--- config.mk ---
export PLATFORM = sky130hd
export DESIGN_NAME = pps_time_top
export DESIGN_NICKNAME = d
export VERILOG_FILES = /design/src/logic/pps_reg_pkg.sv /design/src/logic/pps_time_pkg.sv /design/src/logic/pps_time_top.sv /design/src/logic/pps_time_regs.sv /design/src/logic/pps_timekeeper.sv /design/src/logic/pps_source_select.sv /design/src/logic/internal_pps.sv
export SDC_FILE = /design/constraint.sdc
export NUM_CORES = 1
export LEC_CHECK = 0
export BUFFER_PORTS_ARGS = -buffer_cell sky130_fd_sc_hd__buf_2
export CAP_MARGIN = 40
export CORE_ASPECT_RATIO = 1.25
export CORE_MARGIN = 2
export CORE_UTILIZATION = 40
export DETAILED_ROUTE_END_ITERATION = 8
export GPL_TIMING_DRIVEN = 0
export SLEW_MARGIN = 20
export SYNTH_ARGS = -nofsm -noshare
export SYNTH_HDL_FRONTEND = slang
export SYNTH_SLANG_ARGS = --single-unit
--- constraint.sdc ---
create_clock -name sys_clk_i -period 8.8 [get_ports sys_clk_i]
set_input_delay 0.44 -clock sys_clk_i [delete_from_list [all_inputs] [get_ports sys_clk_i]]
set_output_delay 0.44 -clock sys_clk_i [all_outputs]
set_load 0.01 [all_outputs]
--- src/logic/pps_reg_pkg.sv ---
`default_nettype none

// register strobe bus widths and the address map of the time block
package pps_reg_pkg;

    typedef logic [2:0]  reg_addr_t;
    typedef logic [31:0] reg_data_t;

    // bit 0 internal PPS enable, bit 1 external PPS select
    localparam reg_addr_t ADDR_CTRL      = 3'd0;
    localparam reg_addr_t ADDR_HOLDOFF   = 3'd1;
    // write sets the next trim, read gives the trim in use
    localparam reg_addr_t ADDR_TRIM      = 3'd2;
    // write only
    localparam reg_addr_t ADDR_SEC_LOAD  = 3'd3;
    localparam reg_addr_t ADDR_CUR_SEC   = 3'd4;
    localparam reg_addr_t ADDR_LAST_PPS  = 3'd5;
    localparam reg_addr_t ADDR_LLAST_PPS = 3'd6;

endpackage

`default_nettype wire

--- src/logic/pps_time_pkg.sv ---
`default_nettype none

// types for seconds, cycle stamps and the PPS tuning controls
package pps_time_pkg;

    // whole seconds since software last loaded the counter
    typedef logic [31:0] sec_t;

    // free-running sysclk cycle count, also used for PPS stamps
    typedef logic [31:0] cyc_t;

    // signed correction to the internal PPS period, in clocks
    typedef logic signed [15:0] trim_t;

    // external PPS holdoff, scaled up by HOLDOFF_SHIFT low bits
    typedef logic [15:0] holdoff_t;

    // smallest useful holdoff out of reset
    localparam holdoff_t HOLDOFF_RESET = 16'd1;

endpackage

`default_nettype wire
--- src/logic/pps_time_top.sv ---
`default_nettype none

// PPS time subsystem, all on sys_clk_i
module pps_time_top #(
    parameter int CLK_PER_SEC   = 100000000,
    parameter int HOLDOFF_SHIFT = 12
) (
    input  wire logic                   sys_clk_i,
    input  wire logic                   runrst_i,
    input  wire logic                   pps_i,
    input  wire logic                   reg_wr_i,
    input  wire logic                   reg_rd_i,
    input  wire pps_reg_pkg::reg_addr_t reg_addr_i,
    input  wire pps_reg_pkg::reg_data_t reg_wdata_i,
    output pps_reg_pkg::reg_data_t      reg_rdata_o,
    output logic                        reg_rack_o,
    output logic                        pps_flag_o,
    output pps_time_pkg::sec_t          cur_sec_o,
    output pps_time_pkg::cyc_t          cur_time_o,
    output pps_time_pkg::cyc_t          last_pps_o,
    output pps_time_pkg::cyc_t          llast_pps_o
);

    logic                   en_int_pps;
    logic                   use_ext_pps;
    pps_time_pkg::holdoff_t pps_holdoff;
    // trim written by software, and the one the generator runs with
    pps_time_pkg::trim_t    trim_next;
    pps_time_pkg::trim_t    trim_active;
    logic                   update_trim;
    pps_time_pkg::sec_t     sec_load_val;
    logic                   load_sec;
    logic                   int_pps;

    internal_pps #(
        .CLK_PER_SEC(CLK_PER_SEC)
    ) u_intpps (
        .sys_clk_i    (sys_clk_i),
        .runrst_i     (runrst_i),
        .en_i         (en_int_pps),
        .trim_i       (trim_next),
        .update_trim_i(update_trim),
        .trim_o       (trim_active),
        .pps_o        (int_pps)
    );

    pps_source_select #(
        .HOLDOFF_SHIFT(HOLDOFF_SHIFT)
    ) u_sel (
        .sys_clk_i (sys_clk_i),
        .runrst_i  (runrst_i),
        .pps_i     (pps_i),
        .int_pps_i (int_pps),
        .use_ext_i (use_ext_pps),
        .holdoff_i (pps_holdoff),
        .pps_flag_o(pps_flag_o)
    );

    pps_timekeeper u_tk (
        .sys_clk_i  (sys_clk_i),
        .runrst_i   (runrst_i),
        .pps_flag_i (pps_flag_o),
        .load_sec_i (load_sec),
        .sec_i      (sec_load_val),
        .cur_sec_o  (cur_sec_o),
        .cur_time_o (cur_time_o),
        .last_pps_o (last_pps_o),
        .llast_pps_o(llast_pps_o)
    );

    pps_time_regs u_regs (
        .sys_clk_i    (sys_clk_i),
        .runrst_i     (runrst_i),
        .reg_wr_i     (reg_wr_i),
        .reg_rd_i     (reg_rd_i),
        .reg_addr_i   (reg_addr_i),
        .reg_wdata_i  (reg_wdata_i),
        .trim_i       (trim_active),
        .cur_sec_i    (cur_sec_o),
        .last_pps_i   (last_pps_o),
        .llast_pps_i  (llast_pps_o),
        .reg_rdata_o  (reg_rdata_o),
        .reg_rack_o   (reg_rack_o),
        .en_int_pps_o (en_int_pps),
        .use_ext_pps_o(use_ext_pps),
        .holdoff_o    (pps_holdoff),
        .trim_o       (trim_next),
        .update_trim_o(update_trim),
        .sec_o        (sec_load_val),
        .load_sec_o   (load_sec)
    );

endmodule

`default_nettype wire

--- src/logic/pps_time_regs.sv ---
`default_nettype none

// software registers for the time block on a plain strobe bus
module pps_time_regs (
    input  wire logic                    sys_clk_i,
    input  wire logic                    runrst_i,
    input  wire logic                    reg_wr_i,
    input  wire logic                    reg_rd_i,
    input  wire pps_reg_pkg::reg_addr_t  reg_addr_i,
    input  wire pps_reg_pkg::reg_data_t  reg_wdata_i,
    input  wire pps_time_pkg::trim_t     trim_i,
    input  wire pps_time_pkg::sec_t      cur_sec_i,
    input  wire pps_time_pkg::cyc_t      last_pps_i,
    input  wire pps_time_pkg::cyc_t      llast_pps_i,
    output pps_reg_pkg::reg_data_t       reg_rdata_o,
    output logic                         reg_rack_o,
    output logic                         en_int_pps_o,
    output logic                         use_ext_pps_o,
    output pps_time_pkg::holdoff_t       holdoff_o,
    output pps_time_pkg::trim_t          trim_o,
    output logic                         update_trim_o,
    output pps_time_pkg::sec_t           sec_o,
    output logic                         load_sec_o
);

    logic                   wr_ctrl;
    logic                   wr_holdoff;
    logic                   wr_trim;
    logic                   wr_sec;
    pps_reg_pkg::reg_data_t rd_mux;

    assign wr_ctrl    = reg_wr_i && (reg_addr_i == pps_reg_pkg::ADDR_CTRL);
    assign wr_holdoff = reg_wr_i && (reg_addr_i == pps_reg_pkg::ADDR_HOLDOFF);
    assign wr_trim    = reg_wr_i && (reg_addr_i == pps_reg_pkg::ADDR_TRIM);
    assign wr_sec     = reg_wr_i && (reg_addr_i == pps_reg_pkg::ADDR_SEC_LOAD);

    // control bits and holdoff
    always_ff @(posedge sys_clk_i) begin
        if (runrst_i) begin
            en_int_pps_o  <= 1'b0;
            use_ext_pps_o <= 1'b0;
            holdoff_o     <= pps_time_pkg::HOLDOFF_RESET;
        end else begin
            if (wr_ctrl) begin
                en_int_pps_o  <= reg_wdata_i[0];
                use_ext_pps_o <= reg_wdata_i[1];
            end
            if (wr_holdoff) begin
                holdoff_o <= reg_wdata_i[15:0];
            end
        end
    end

    // trim and second values written by software
    always_ff @(posedge sys_clk_i) begin
        if (wr_trim) begin
            trim_o <= pps_time_pkg::trim_t'(reg_wdata_i[15:0]);
        end
        if (wr_sec) begin
            sec_o <= reg_wdata_i;
        end
    end

    // strobes go out in the same cycle as the new values
    always_ff @(posedge sys_clk_i) begin
        if (runrst_i) begin
            update_trim_o <= 1'b0;
            load_sec_o    <= 1'b0;
        end else begin
            update_trim_o <= wr_trim;
            load_sec_o    <= wr_sec;
        end
    end

    always_comb begin
        case (reg_addr_i)
            pps_reg_pkg::ADDR_CTRL:      rd_mux = {30'd0, use_ext_pps_o, en_int_pps_o};
            pps_reg_pkg::ADDR_HOLDOFF:   rd_mux = {16'd0, holdoff_o};
            // the trim actually in use, not the pending one
            pps_reg_pkg::ADDR_TRIM:      rd_mux = {16'd0, trim_i};
            pps_reg_pkg::ADDR_CUR_SEC:   rd_mux = cur_sec_i;
            pps_reg_pkg::ADDR_LAST_PPS:  rd_mux = last_pps_i;
            pps_reg_pkg::ADDR_LLAST_PPS: rd_mux = llast_pps_i;
            default:                     rd_mux = '0;
        endcase
    end

    // readback registered, ack one cycle after the read strobe
    always_ff @(posedge sys_clk_i) begin
        if (runrst_i) begin
            reg_rdata_o <= '0;
            reg_rack_o  <= 1'b0;
        end else begin
            reg_rack_o <= reg_rd_i;
            if (reg_rd_i) begin
                reg_rdata_o <= rd_mux;
            end
        end
    end

endmodule

`default_nettype wire

--- src/logic/pps_timekeeper.sv ---
`default_nettype none

// second counter, cycle counter and the last two PPS stamps
module pps_timekeeper (
    input  wire logic               sys_clk_i,
    input  wire logic               runrst_i,
    input  wire logic               pps_flag_i,
    input  wire logic               load_sec_i,
    input  wire pps_time_pkg::sec_t sec_i,
    output pps_time_pkg::sec_t      cur_sec_o,
    output pps_time_pkg::cyc_t      cur_time_o,
    output pps_time_pkg::cyc_t      last_pps_o,
    output pps_time_pkg::cyc_t      llast_pps_o
);

    // seconds, a software load beats the PPS increment
    always_ff @(posedge sys_clk_i) begin
        if (runrst_i) begin
            cur_sec_o <= '0;
        end else if (load_sec_i) begin
            cur_sec_o <= sec_i;
        end else if (pps_flag_i) begin
            cur_sec_o <= cur_sec_o + 32'd1;
        end
    end

    // free-running cycle count from the end of reset
    always_ff @(posedge sys_clk_i) begin
        if (runrst_i) begin
            cur_time_o <= '0;
        end else begin
            cur_time_o <= cur_time_o + 32'd1;
        end
    end

    // two-deep history, the older stamp shifts down on each flag
    always_ff @(posedge sys_clk_i) begin
        if (runrst_i) begin
            last_pps_o  <= '0;
            llast_pps_o <= '0;
        end else if (pps_flag_i) begin
            last_pps_o  <= cur_time_o;
            llast_pps_o <= last_pps_o;
        end
    end

endmodule

`default_nettype wire

--- src/logic/pps_source_select.sv ---
`default_nettype none

// external PPS capture with holdoff, and the choice of PPS source
module pps_source_select #(
    parameter int HOLDOFF_SHIFT = 12
) (
    input  wire logic                   sys_clk_i,
    input  wire logic                   runrst_i,
    input  wire logic                   pps_i,
    input  wire logic                   int_pps_i,
    input  wire logic                   use_ext_i,
    input  wire pps_time_pkg::holdoff_t holdoff_i,
    output logic                        pps_flag_o
);

    localparam int HOLD_W = $bits(pps_time_pkg::holdoff_t) + HOLDOFF_SHIFT;

    // two stage synchronizer, [0] samples the pin
    logic [1:0]        pps_sync;
    // previous value of the second stage
    logic              pps_prev;
    logic              ext_edge;
    logic              in_holdoff;
    logic [HOLD_W-1:0] hold_cnt;
    logic [HOLD_W-1:0] hold_start;

    // holdoff setting in coarse units, low bits filled with ones
    assign hold_start = {holdoff_i, {HOLDOFF_SHIFT{1'b1}}};

    // rising edge on the synchronized pin, masked while in holdoff
    assign ext_edge = pps_sync[1] & ~pps_prev & ~in_holdoff;

    always_ff @(posedge sys_clk_i) begin
        if (runrst_i) begin
            pps_sync   <= 2'b00;
            pps_prev   <= 1'b0;
            in_holdoff <= 1'b0;
            hold_cnt   <= '0;
            pps_flag_o <= 1'b0;
        end else begin
            pps_sync <= {pps_sync[0], pps_i};
            pps_prev <= pps_sync[1];

            // holdoff only means anything on the external path
            if (!use_ext_i) begin
                in_holdoff <= 1'b0;
            end else if (pps_flag_o) begin
                in_holdoff <= 1'b1;
            end else if (hold_cnt == '0) begin
                in_holdoff <= 1'b0;
            end

            // counter sits at the start value until a holdoff begins
            if (!in_holdoff) begin
                hold_cnt <= hold_start;
            end else begin
                hold_cnt <= hold_cnt - 1'b1;
            end

            // flag lands on the third edge counting the one that samples pps_i
            pps_flag_o <= use_ext_i ? ext_edge : int_pps_i;
        end
    end

endmodule

`default_nettype wire

--- src/logic/internal_pps.sv ---
`default_nettype none

// free-running PPS made from sysclk, with a trimmable period
module internal_pps #(
    parameter int CLK_PER_SEC = 100000000
) (
    input  wire logic                sys_clk_i,
    input  wire logic                runrst_i,
    input  wire logic                en_i,
    input  wire pps_time_pkg::trim_t trim_i,
    input  wire logic                update_trim_i,
    output pps_time_pkg::trim_t      trim_o,
    output logic                     pps_o
);

    pps_time_pkg::cyc_t phase_cnt;
    pps_time_pkg::cyc_t trim_ext;
    pps_time_pkg::cyc_t wrap_val;

    // trim is signed so the size cast sign-extends it
    assign trim_ext = pps_time_pkg::cyc_t'(trim_o);

    // last count of the period, one second plus trim minus one
    assign wrap_val = pps_time_pkg::cyc_t'(CLK_PER_SEC) + trim_ext - 32'd1;

    always_ff @(posedge sys_clk_i) begin
        if (runrst_i) begin
            trim_o    <= '0;
            phase_cnt <= '0;
            pps_o     <= 1'b0;
        end else begin
            // new trim is adopted on the strobe only
            if (update_trim_i) begin
                trim_o <= trim_i;
            end

            if (!en_i) begin
                phase_cnt <= '0;
                pps_o     <= 1'b0;
            end else if (phase_cnt >= wrap_val) begin
                // >= so a shorter trim cannot strand the counter past the wrap
                phase_cnt <= '0;
                pps_o     <= 1'b1;
            end else begin
                phase_cnt <= phase_cnt + 32'd1;
                pps_o     <= 1'b0;
            end
        end
    end

endmodule

`default_nettype wire

==> results of run 1 <==
==> synth_stat cells (6+ instances only) <==
master	count
sky130_fd_sc_hd__dfxtp_1	263
sky130_fd_sc_hd__a22oi_1	12
sky130_fd_sc_hd__nor3_1	34
sky130_fd_sc_hd__buf_1	16
sky130_fd_sc_hd__edfxtp_1	48
sky130_fd_sc_hd__and2_1	6
sky130_fd_sc_hd__ha_1	25
sky130_fd_sc_hd__xnor2_1	75
sky130_fd_sc_hd__nand3_1	43
sky130_fd_sc_hd__o211ai_1	10
sky130_fd_sc_hd__and3_1	15
sky130_fd_sc_hd__and4_1	12
sky130_fd_sc_hd__or3_1	9
sky130_fd_sc_hd__a211oi_1	64
sky130_fd_sc_hd__nor4_1	25
sky130_fd_sc_hd__nor2_1	215
sky130_fd_sc_hd__mux2i_1	112
sky130_fd_sc_hd__nand2_1	100
sky130_fd_sc_hd__a311oi_1	7
sky130_fd_sc_hd__a21oi_1	67
sky130_fd_sc_hd__xor2_1	42
sky130_fd_sc_hd__nor2b_1	28
sky130_fd_sc_hd__inv_1	25
sky130_fd_sc_hd__nand4_1	27
sky130_fd_sc_hd__o21ai_0	40
sky130_fd_sc_hd__mux2_2	20
sky130_fd_sc_hd__clkbuf_1	71
==> metal layers <==
layer | track usage [%] | vias up | share of wire, % | wire (microns)
li1 | - | 5675 | - | -
met5 | 0 | - | 0 | 0
met4 | 8.34 | 0 | 3.3 | 1430
met2 | 39.0 | 371 | 47 | 20500
met3 | 2.59 | 78 | 5.4 | 2340
met1 | 31.5 | 5620 | 44 | 19100
==> stage by stage <==
step | area (sq um) | hold WS (ns) | total power [mW] | cells
4_1_cts | 16600 | 0.0129 | 3.01 | 2201
2_1_floorplan | 13900 | 0.414 | 1.60 | 1470
6_report | 16600 | 0.0355 | 2.99 | 2201
3_3_place_gp | 15500 | 0.441 | 1.66 | 2137
5_1_grt | 16600 | 0.0198 | 3.08 | 2201
3_5_place_dp | 15600 | 0.445 | 1.66 | 2143
==> flip-flops by register name, summed over array words and instances, names as in the netlist <==
| register | cells |
|---|---|
| u_sel.pps_sync | 2 |
| u_sel.hold_cnt | 28 |
| u_intpps.trim_o | 16 |
| u_tk.cur_time_o | 32 |
| u_sel.pps_prev | 1 |
| u_regs.trim_o | 16 |
| u_tk.llast_pps_o | 32 |
| u_intpps.pps_o | 1 |
| u_regs.load_sec_o | 1 |
| u_regs.use_ext_pps_o | 1 |
| u_regs.reg_rdata_o | 32 |
| u_regs.update_trim_o | 1 |
| u_regs.reg_rack_o | 1 |
| u_regs.sec_o | 32 |
| u_sel.pps_flag_o | 1 |
| u_sel.in_holdoff | 1 |
| u_intpps.phase_cnt | 32 |
| u_tk.last_pps_o | 32 |
| u_tk.cur_sec_o | 32 |
| u_regs.en_int_pps_o | 1 |
| u_regs.holdoff_o | 16 |
==> worst max-delay path by stage <==
stage,start,to,cells past startpoint,slack (ns)
global route,u_intpps.trim_o[3],u_intpps.phase_cnt[24],12,4.02
CTS,u_intpps.trim_o[3],u_intpps.phase_cnt[21],12,4.54
finish,u_intpps.trim_o[3],u_intpps.phase_cnt[21],12,4.44
global placement,reg_addr_i[1],u_regs.sec_o[20],5,3.85
detailed placement,u_intpps.trim_o[3],u_intpps.phase_cnt[20],12,4.56
floorplan,reg_addr_i[1],u_regs.sec_o[0],5,5.33
==> worst max-delay path: stages (launching register included) <==
cell and delay [ns]:
sky130_fd_sc_hd__dfxtp_1 0.39, sky130_fd_sc_hd__nor4_1 0.71, sky130_fd_sc_hd__nand3_1 0.31, sky130_fd_sc_hd__o41a_1 0.38, sky130_fd_sc_hd__o21ai_0 0.25, sky130_fd_sc_hd__a21oi_1 0.14
sky130_fd_sc_hd__ha_1 0.19, sky130_fd_sc_hd__a21oi_1 0.13, sky130_fd_sc_hd__o21ai_0 0.11, sky130_fd_sc_hd__a211oi_1 0.45, sky130_fd_sc_hd__nand4_1 0.54, sky130_fd_sc_hd__clkbuf_1 0.39
sky130_fd_sc_hd__a211oi_1 0.27
==> layout make-up <==
cell class | count | area, sq um
repair buffers | 205 | 1060
plain buffers | 90 | 348
well taps | 468 | 586
clock buffers | 45 | 911
multi-input cells | 1044 | 6760
inverters | 25 | 93.8
fillers | 3336 | 17700
flip-flops and latches | 311 | 6710
clock inverters | 13 | 128
==> cells by family after synthesis <==
logic type | share of synthesized area [%]
fa+ha+maj | 2.25
buf+inv | 3.18
compound gates | 10.5
mux | 9.87
flops | 48.3
simple gates | 18.4
xor+xnor | 7.39
other cells | 0.0270
==> power groups by stage <==
| stage | Clock (mW) | Sequential (mW) | Combinational, mW |
|---|---|---|---|
| global route | 1.43 | 1.49 | 0.157 |
| global placement | 0 | 1.52 | 0.141 |
| detailed placement | 0 | 1.52 | 0.144 |
| floorplan | 0 | 1.52 | 0.0820 |
| finish | 1.35 | 1.49 | 0.144 |
| CTS | 1.38 | 1.49 | 0.145 |
==> parameters.txt, run 1 <==
Parameter                              Value

Yosys
  Top-area cell type share of the netlist area ... 38.0%
  Synth area leader ... sky130_fd_sc_hd__dfxtp_1
  Leading register cell type out of synthesis ... sky130_fd_sc_hd__dfxtp_1
  Post-Syn Area ... 13,900 sq um
  Synth unique cells ... 55
  Average instance area after synthesis ... 9.47 sq um
  Flops & latches, synth ... 311
  Share of flip-flops with an asynchronous set or reset after synthesis ... 0%
  Number of synthesized flops with an enable pin ... 48
  Top post-synthesis cells by area ... sky130_fd_sc_hd__dfxtp_1, sky130_fd_sc_hd__edfxtp_1, sky130_fd_sc_hd__mux2i_1, sky130_fd_sc_hd__nor2_1, sky130_fd_sc_hd__xnor2_1
  Fraction of the yosys area taken by sequential cells ... 48.3%
  Synthesized instance count ... 1,465
  Number of synthesis warnings ... 0

Die
  Die Span Y ... 212 microns
  Core ar. ... 34,300 sq um
  Starting utilization of the core area ... 40.4%
  Die width ... 171 microns
  Die Outline Area ... 36,200 sq um
  Count of boundary I/O pins ... 202
  Cell Rows ... 76

STA
  Final critical path time including I/O delays and setup ... 4.36 ns
  Unrepaired setup endpoints after global routing ... no
  Final count of hold timing violations ... 0
  Final setup violating endpoints ... 0
  Relative slew slack ... 44.5%
  Min setup slack post-route ... 4.44 ns
  Worst setup skew after layout ... 0.0154 ns
  Final-report max-slew violation count ... 0
  Fmax ... 230 MHz
  Portion of the clock cycle consumed by the worst path in the final layout ... 49.5%
  Post-Route Setup TNS ... 0 ns
  Measured slew at the worst slew-check pin ... 0.832 ns

GRT
  Pin count of the biggest net entering global routing ... 25
  Total global routing overflow ... 0
  Global-route wire length before repair ... 65,200 microns
  Number of antenna violations at the first check in global routing ... 0
  Vias in the first global route ... 11,000
  Overall global routing resource usage ... 23.4%

Place
  Setup WS pre-CTS ... 4.56 ns
  Global placer's final weighted congestion ... 0.905
  Buffers on Ports ... 199
  Half-perimeter wire length after placement ... 33,300 microns

Clock network
  Number of buffers added by the clock tree synthesis step ... 31
  Post-CTS setup buffer count ... 0
  CTS max path bufs ... 3
  H-tree levels ... 1
  Clock latency at the later pin of the worst-skew pair ... 0.58 ns
  CTS Hold Bufs ... 0
  Post-CTS clock slew at the launch and capture registers of the worst setup and hold paths ... 0.06 ns
  Buffer type at the clock tree root ... sky130_fd_sc_hd__clkbuf_16
  Number of sinks handled by clock tree synthesis ... 311
  CTS tree ... done
  Post-cts repair resize count ... 0

Layout
  Leading cell type in the layout, fill and taps excluded ... sky130_fd_sc_hd__dfxtp_1
  End-of-flow core utilization ... 48.3%
  Final antenna diode count ... 0
  Area growth from synthesis to final layout ... 19.6%
  Nets ... 1,773
  Most frequent cells in the layout ... sky130_fd_sc_hd__dfxtp_1, sky130_fd_sc_hd__nor2_1, sky130_fd_sc_hd__buf_2, sky130_fd_sc_hd__mux2i_1, sky130_fd_sc_hd__nand2_1
  Share of cells above drive strength 1 ... 17.0%

Routing
  Post-route antenna net violation count ... 0
  Total number of vias ... 11,700
  Violation count after the first detailed-routing iteration ... 852
  Routed length per placed instance ... 19.7 microns
  Drt first pass iters ... 5
  WL final ... 43,400 microns
  Routed via count divided by cell count ... 5.34
  Post-route DRC ... 0

Worst setup path
  Critical Setup Path Class ... flop to flop
  Endpoint arrival time on the critical path ... 4.83 ns
  Worst Reg2Reg Path Length in Cells ... 12
  Worst-case register-to-register setup slack ... 4.44 ns
  Kind of end point of the critical path ... flop
  Worst flop-to-flop path startpoint ... u_intpps.trim_o[3]
  Required @ worst endpoint ... 9.28 ns
  Crit start category ... flop
  Reg-to-reg endpoint ... u_intpps.phase_cnt[21]
  Maximum fanout along the worst path ... 10

Status
  Status ... finished, final reports clean

Hold path
  Worst Hold Endpoint ... u_regs.sec_o[16]
  Worst Min Path Start ... reg_wdata_i[16]
  Hold Crit Depth ... 1
  Hold/Removal Path Class ... input pin to flop

Power and ir drop
  Net switching fraction of the power ... 23.3%
  Peak VDD IR ... 0.000131 V
  Net switching power ... 0.695 mW
  Power density cells ... 180 nW/um^2
  Sequential power share ... 49.9%
  Clock share of power ... 45.3%
  Leakage power of the design ... 6.19 nW
  Combinational group share of total power ... 4.8%
  Internal power ... 2.29 mW

Job
  Reported max-cap violation count ... 0
Power figures use the tool's default switching activity.
==> inputs of run 2 (changes only) <==
Clock period 8.8 ns to 3.9 ns, I/O delays scaled along.
==> run 2 against run 1 <==
Sequential share of layout area shrank 0.84 points; clock-buffer cell count is the same; global-route usage rose by 0.15 points; cell count up 1.5%; worst setup slack got worse by 4.1 ns; die area is the same; via count grew 1.3%; combinational power rose by 140%; largest cell class unchanged.
==> parameters.txt, run 2 (synthesis results as in run 1) <==
Parameter                              Value

Power and ir drop
  Power density cells ... 399 nW/um^2
  Post-route total power ... 6.77 mW
  Leakage power of the design ... 6.35 nW
  Peak VDD IR ... 0.000295 V

STA
  Relative slew slack ... 45.1%
  Unrepaired setup endpoints after global routing ... no
  Final-report max-slew violation count ... 0
  Min setup slack post-route ... 0.353 ns
  Final count of hold timing violations ... 0
  Final setup violating endpoints ... 0
  Portion of the clock cycle consumed by the worst path in the final layout ... 91.0%
  Final critical path time including I/O delays and setup ... 3.55 ns
  Measured slew at the worst slew-check pin ... 0.824 ns
  Fmax ... 282 MHz
  Worst setup skew after layout ... 0.0144 ns

Clock network
  CTS max path bufs ... 3
  CTS tree ... done
  H-tree levels ... 1
  Number of sinks handled by clock tree synthesis ... 311
  Clock latency at the later pin of the worst-skew pair ... 0.58 ns
  Number of buffers added by the clock tree synthesis step ... 31
  Post-CTS clock slew at the launch and capture registers of the worst setup and hold paths ... 0.06 ns
  Buffer type at the clock tree root ... sky130_fd_sc_hd__clkbuf_16

Worst setup path
  Required @ worst endpoint ... 4.33 ns
  Maximum fanout along the worst path ... 10
  Reg-to-reg endpoint ... u_intpps.phase_cnt[25]
  Endpoint arrival time on the critical path ... 3.98 ns
  Worst Reg2Reg Path Length in Cells ... 14
  Critical Path Start ... u_intpps.trim_o[10]
  Worst-case register-to-register setup slack ... 0.35 ns
  Critical path destination ... u_intpps.phase_cnt[25]
  Critical Setup Path Class ... flop to flop
  Kind of end point of the critical path ... flop
  Worst flop-to-flop path startpoint ... u_intpps.trim_o[10]
  Crit start category ... flop

Place
  Half-perimeter wire length after placement ... 33,300 microns
  Setup WS pre-CTS ... -0.338 ns
  Global placer's final weighted congestion ... 0.905
  Buffers on Ports ... 199

Routing
  WL final ... 43,600 microns
  Post-route antenna net violation count ... 0
  Violation count after the first detailed-routing iteration ... 890
  Routed via count divided by cell count ... 5.33
  Post-route DRC ... 0
  Drt first pass iters ... 5
  Routed length per placed instance ... 19.5 microns
  Total number of vias ... 11,900

Layout
  Final antenna diode count ... 0
  Share of cells above drive strength 1 ... 17.1%
  Most frequent cells in the layout ... sky130_fd_sc_hd__dfxtp_1, sky130_fd_sc_hd__nor2_1, sky130_fd_sc_hd__buf_2, sky130_fd_sc_hd__mux2i_1, sky130_fd_sc_hd__nand2_1
  Area growth from synthesis to final layout ... 22.2%
  Nets ... 1,806
  Leading cell type in the layout, fill and taps excluded ... sky130_fd_sc_hd__dfxtp_1

GRT
  Total global routing overflow ... 0
  Overall global routing resource usage ... 23.6%
  Vias in the first global route ... 11,200
  Pin count of the biggest net entering global routing ... 25
  Number of antenna violations at the first check in global routing ... 0
  Global-route wire length before repair ... 65,800 microns

Hold path
  Hold/Removal Path Class ... input pin to flop

Die
  Cell Rows ... 76
  Starting utilization of the core area ... 40.4%
  Die Outline Area ... 36,200 sq um
  Die width ... 171 microns
  Count of boundary I/O pins ... 202
  Die Span Y ... 212 microns
  Core ar. ... 34,300 sq um

Status
  Status ... finished, final reports clean

Job
  Reported max-cap violation count ... 0
-- run 2: cell count changes in the layout (fill, tap and decap cells not counted) --
cell	change
sky130_fd_sc_hd__nor4_4	+1
sky130_fd_sc_hd__a211oi_1	-1
sky130_fd_sc_hd__dfxtp_2	+3
sky130_fd_sc_hd__clkbuf_2	+2
sky130_fd_sc_hd__buf_4	+1
sky130_fd_sc_hd__dfxtp_1	-3
sky130_fd_sc_hd__clkbuf_1	-3
sky130_fd_sc_hd__a211oi_2	+1
sky130_fd_sc_hd__dlygate4sd3_1	+33
sky130_fd_sc_hd__nor4_1	-1
-- run 2: layer usage --
layer | vias to the layer above | GRT usage, % | routed length (microns)
li1 | 5743 | - | -
met1 | 5705 | 31.5 | 19000
met2 | 380 | 39.6 | 20800
met3 | 73 | 2.55 | 2440
met4 | 0 | 8.08 | 1350
met5 | - | 0 | 0
-- run 2: report_power, final --
part,switching (mW),internal (mW)
Clock,1.30,1.76
Combinational,0.221,0.131
Sequential,0.0529,3.31
Total,1.57,5.20
-- run 2: how the worst min path moves through the flow --
stage | from | endpoint | slack, ns | depth (start not counted)
CTS | runrst_i | u_tk.cur_time_o[28] | 0.01 | 3
detailed placement | reg_wdata_i[18] | u_regs.sec_o[18] | 0.37 | 1
global placement | reg_wdata_i[28] | u_regs.sec_o[28] | 0.37 | 1
finish | runrst_i | u_tk.cur_time_o[28] | 0.03 | 3
floorplan | reg_wdata_i[0] | u_regs.sec_o[0] | 0.29 | 0
global route | runrst_i | u_tk.cur_time_o[30] | 0.06 | 3
-- run 2: what timing repair did --
action | CTS | global route
pin swaps | 1 | 0
endpoints found under the setup margin | 28 | 24
buffers inserted | 1 | 0
endpoints found under the hold margin | 67 | 0
gates resized for setup | 1 | 9
hold buffers | 33 | 0
-- run 2: metrics by stage --
stage                     utilization [%]  cell area (sq um)  hold WS [ns]  instances  setup TNS, ns
final                                49.4              17000        0.0291       2234              0
after global routing                 49.4              17000        0.0588       2234              0
after CTS                            49.3              16900        0.0110       2234              0
after detailed placement             45.3              15600         0.373       2143          -6.47
after global placement               45.1              15500         0.372       2137         -38.40
after floorplan                         -              13900         0.294       1470              0
-- run 2: worst max-delay path, cell delays in order, from the launching register on --
cell and delay (ns):
sky130_fd_sc_hd__dfxtp_2 0.46, sky130_fd_sc_hd__and3_1 0.18, sky130_fd_sc_hd__clkbuf_1 0.20, sky130_fd_sc_hd__and3_1 0.24, sky130_fd_sc_hd__o22ai_1 0.09, sky130_fd_sc_hd__and3_1 0.23
sky130_fd_sc_hd__or2_2 0.28, sky130_fd_sc_hd__ha_1 0.29, sky130_fd_sc_hd__a21oi_1 0.06, sky130_fd_sc_hd__o21ai_0 0.26, sky130_fd_sc_hd__o21ai_0 0.14, sky130_fd_sc_hd__a32oi_1 0.36
sky130_fd_sc_hd__buf_4 0.25, sky130_fd_sc_hd__clkbuf_2 0.24, sky130_fd_sc_hd__a211oi_1 0.11
-- run 2: layout make-up --
cell class	instances	area (sq um)
Multi-Input combinational cell	1044	6780
Buffer	89	347
Inverter	25	93.8
Timing Repair Buffer	239	1400
Fill cell	3311	17400
Clock buffer	45	911
Tap cell	468	586
Sequential cell	311	6710
Clock inverter	13	128
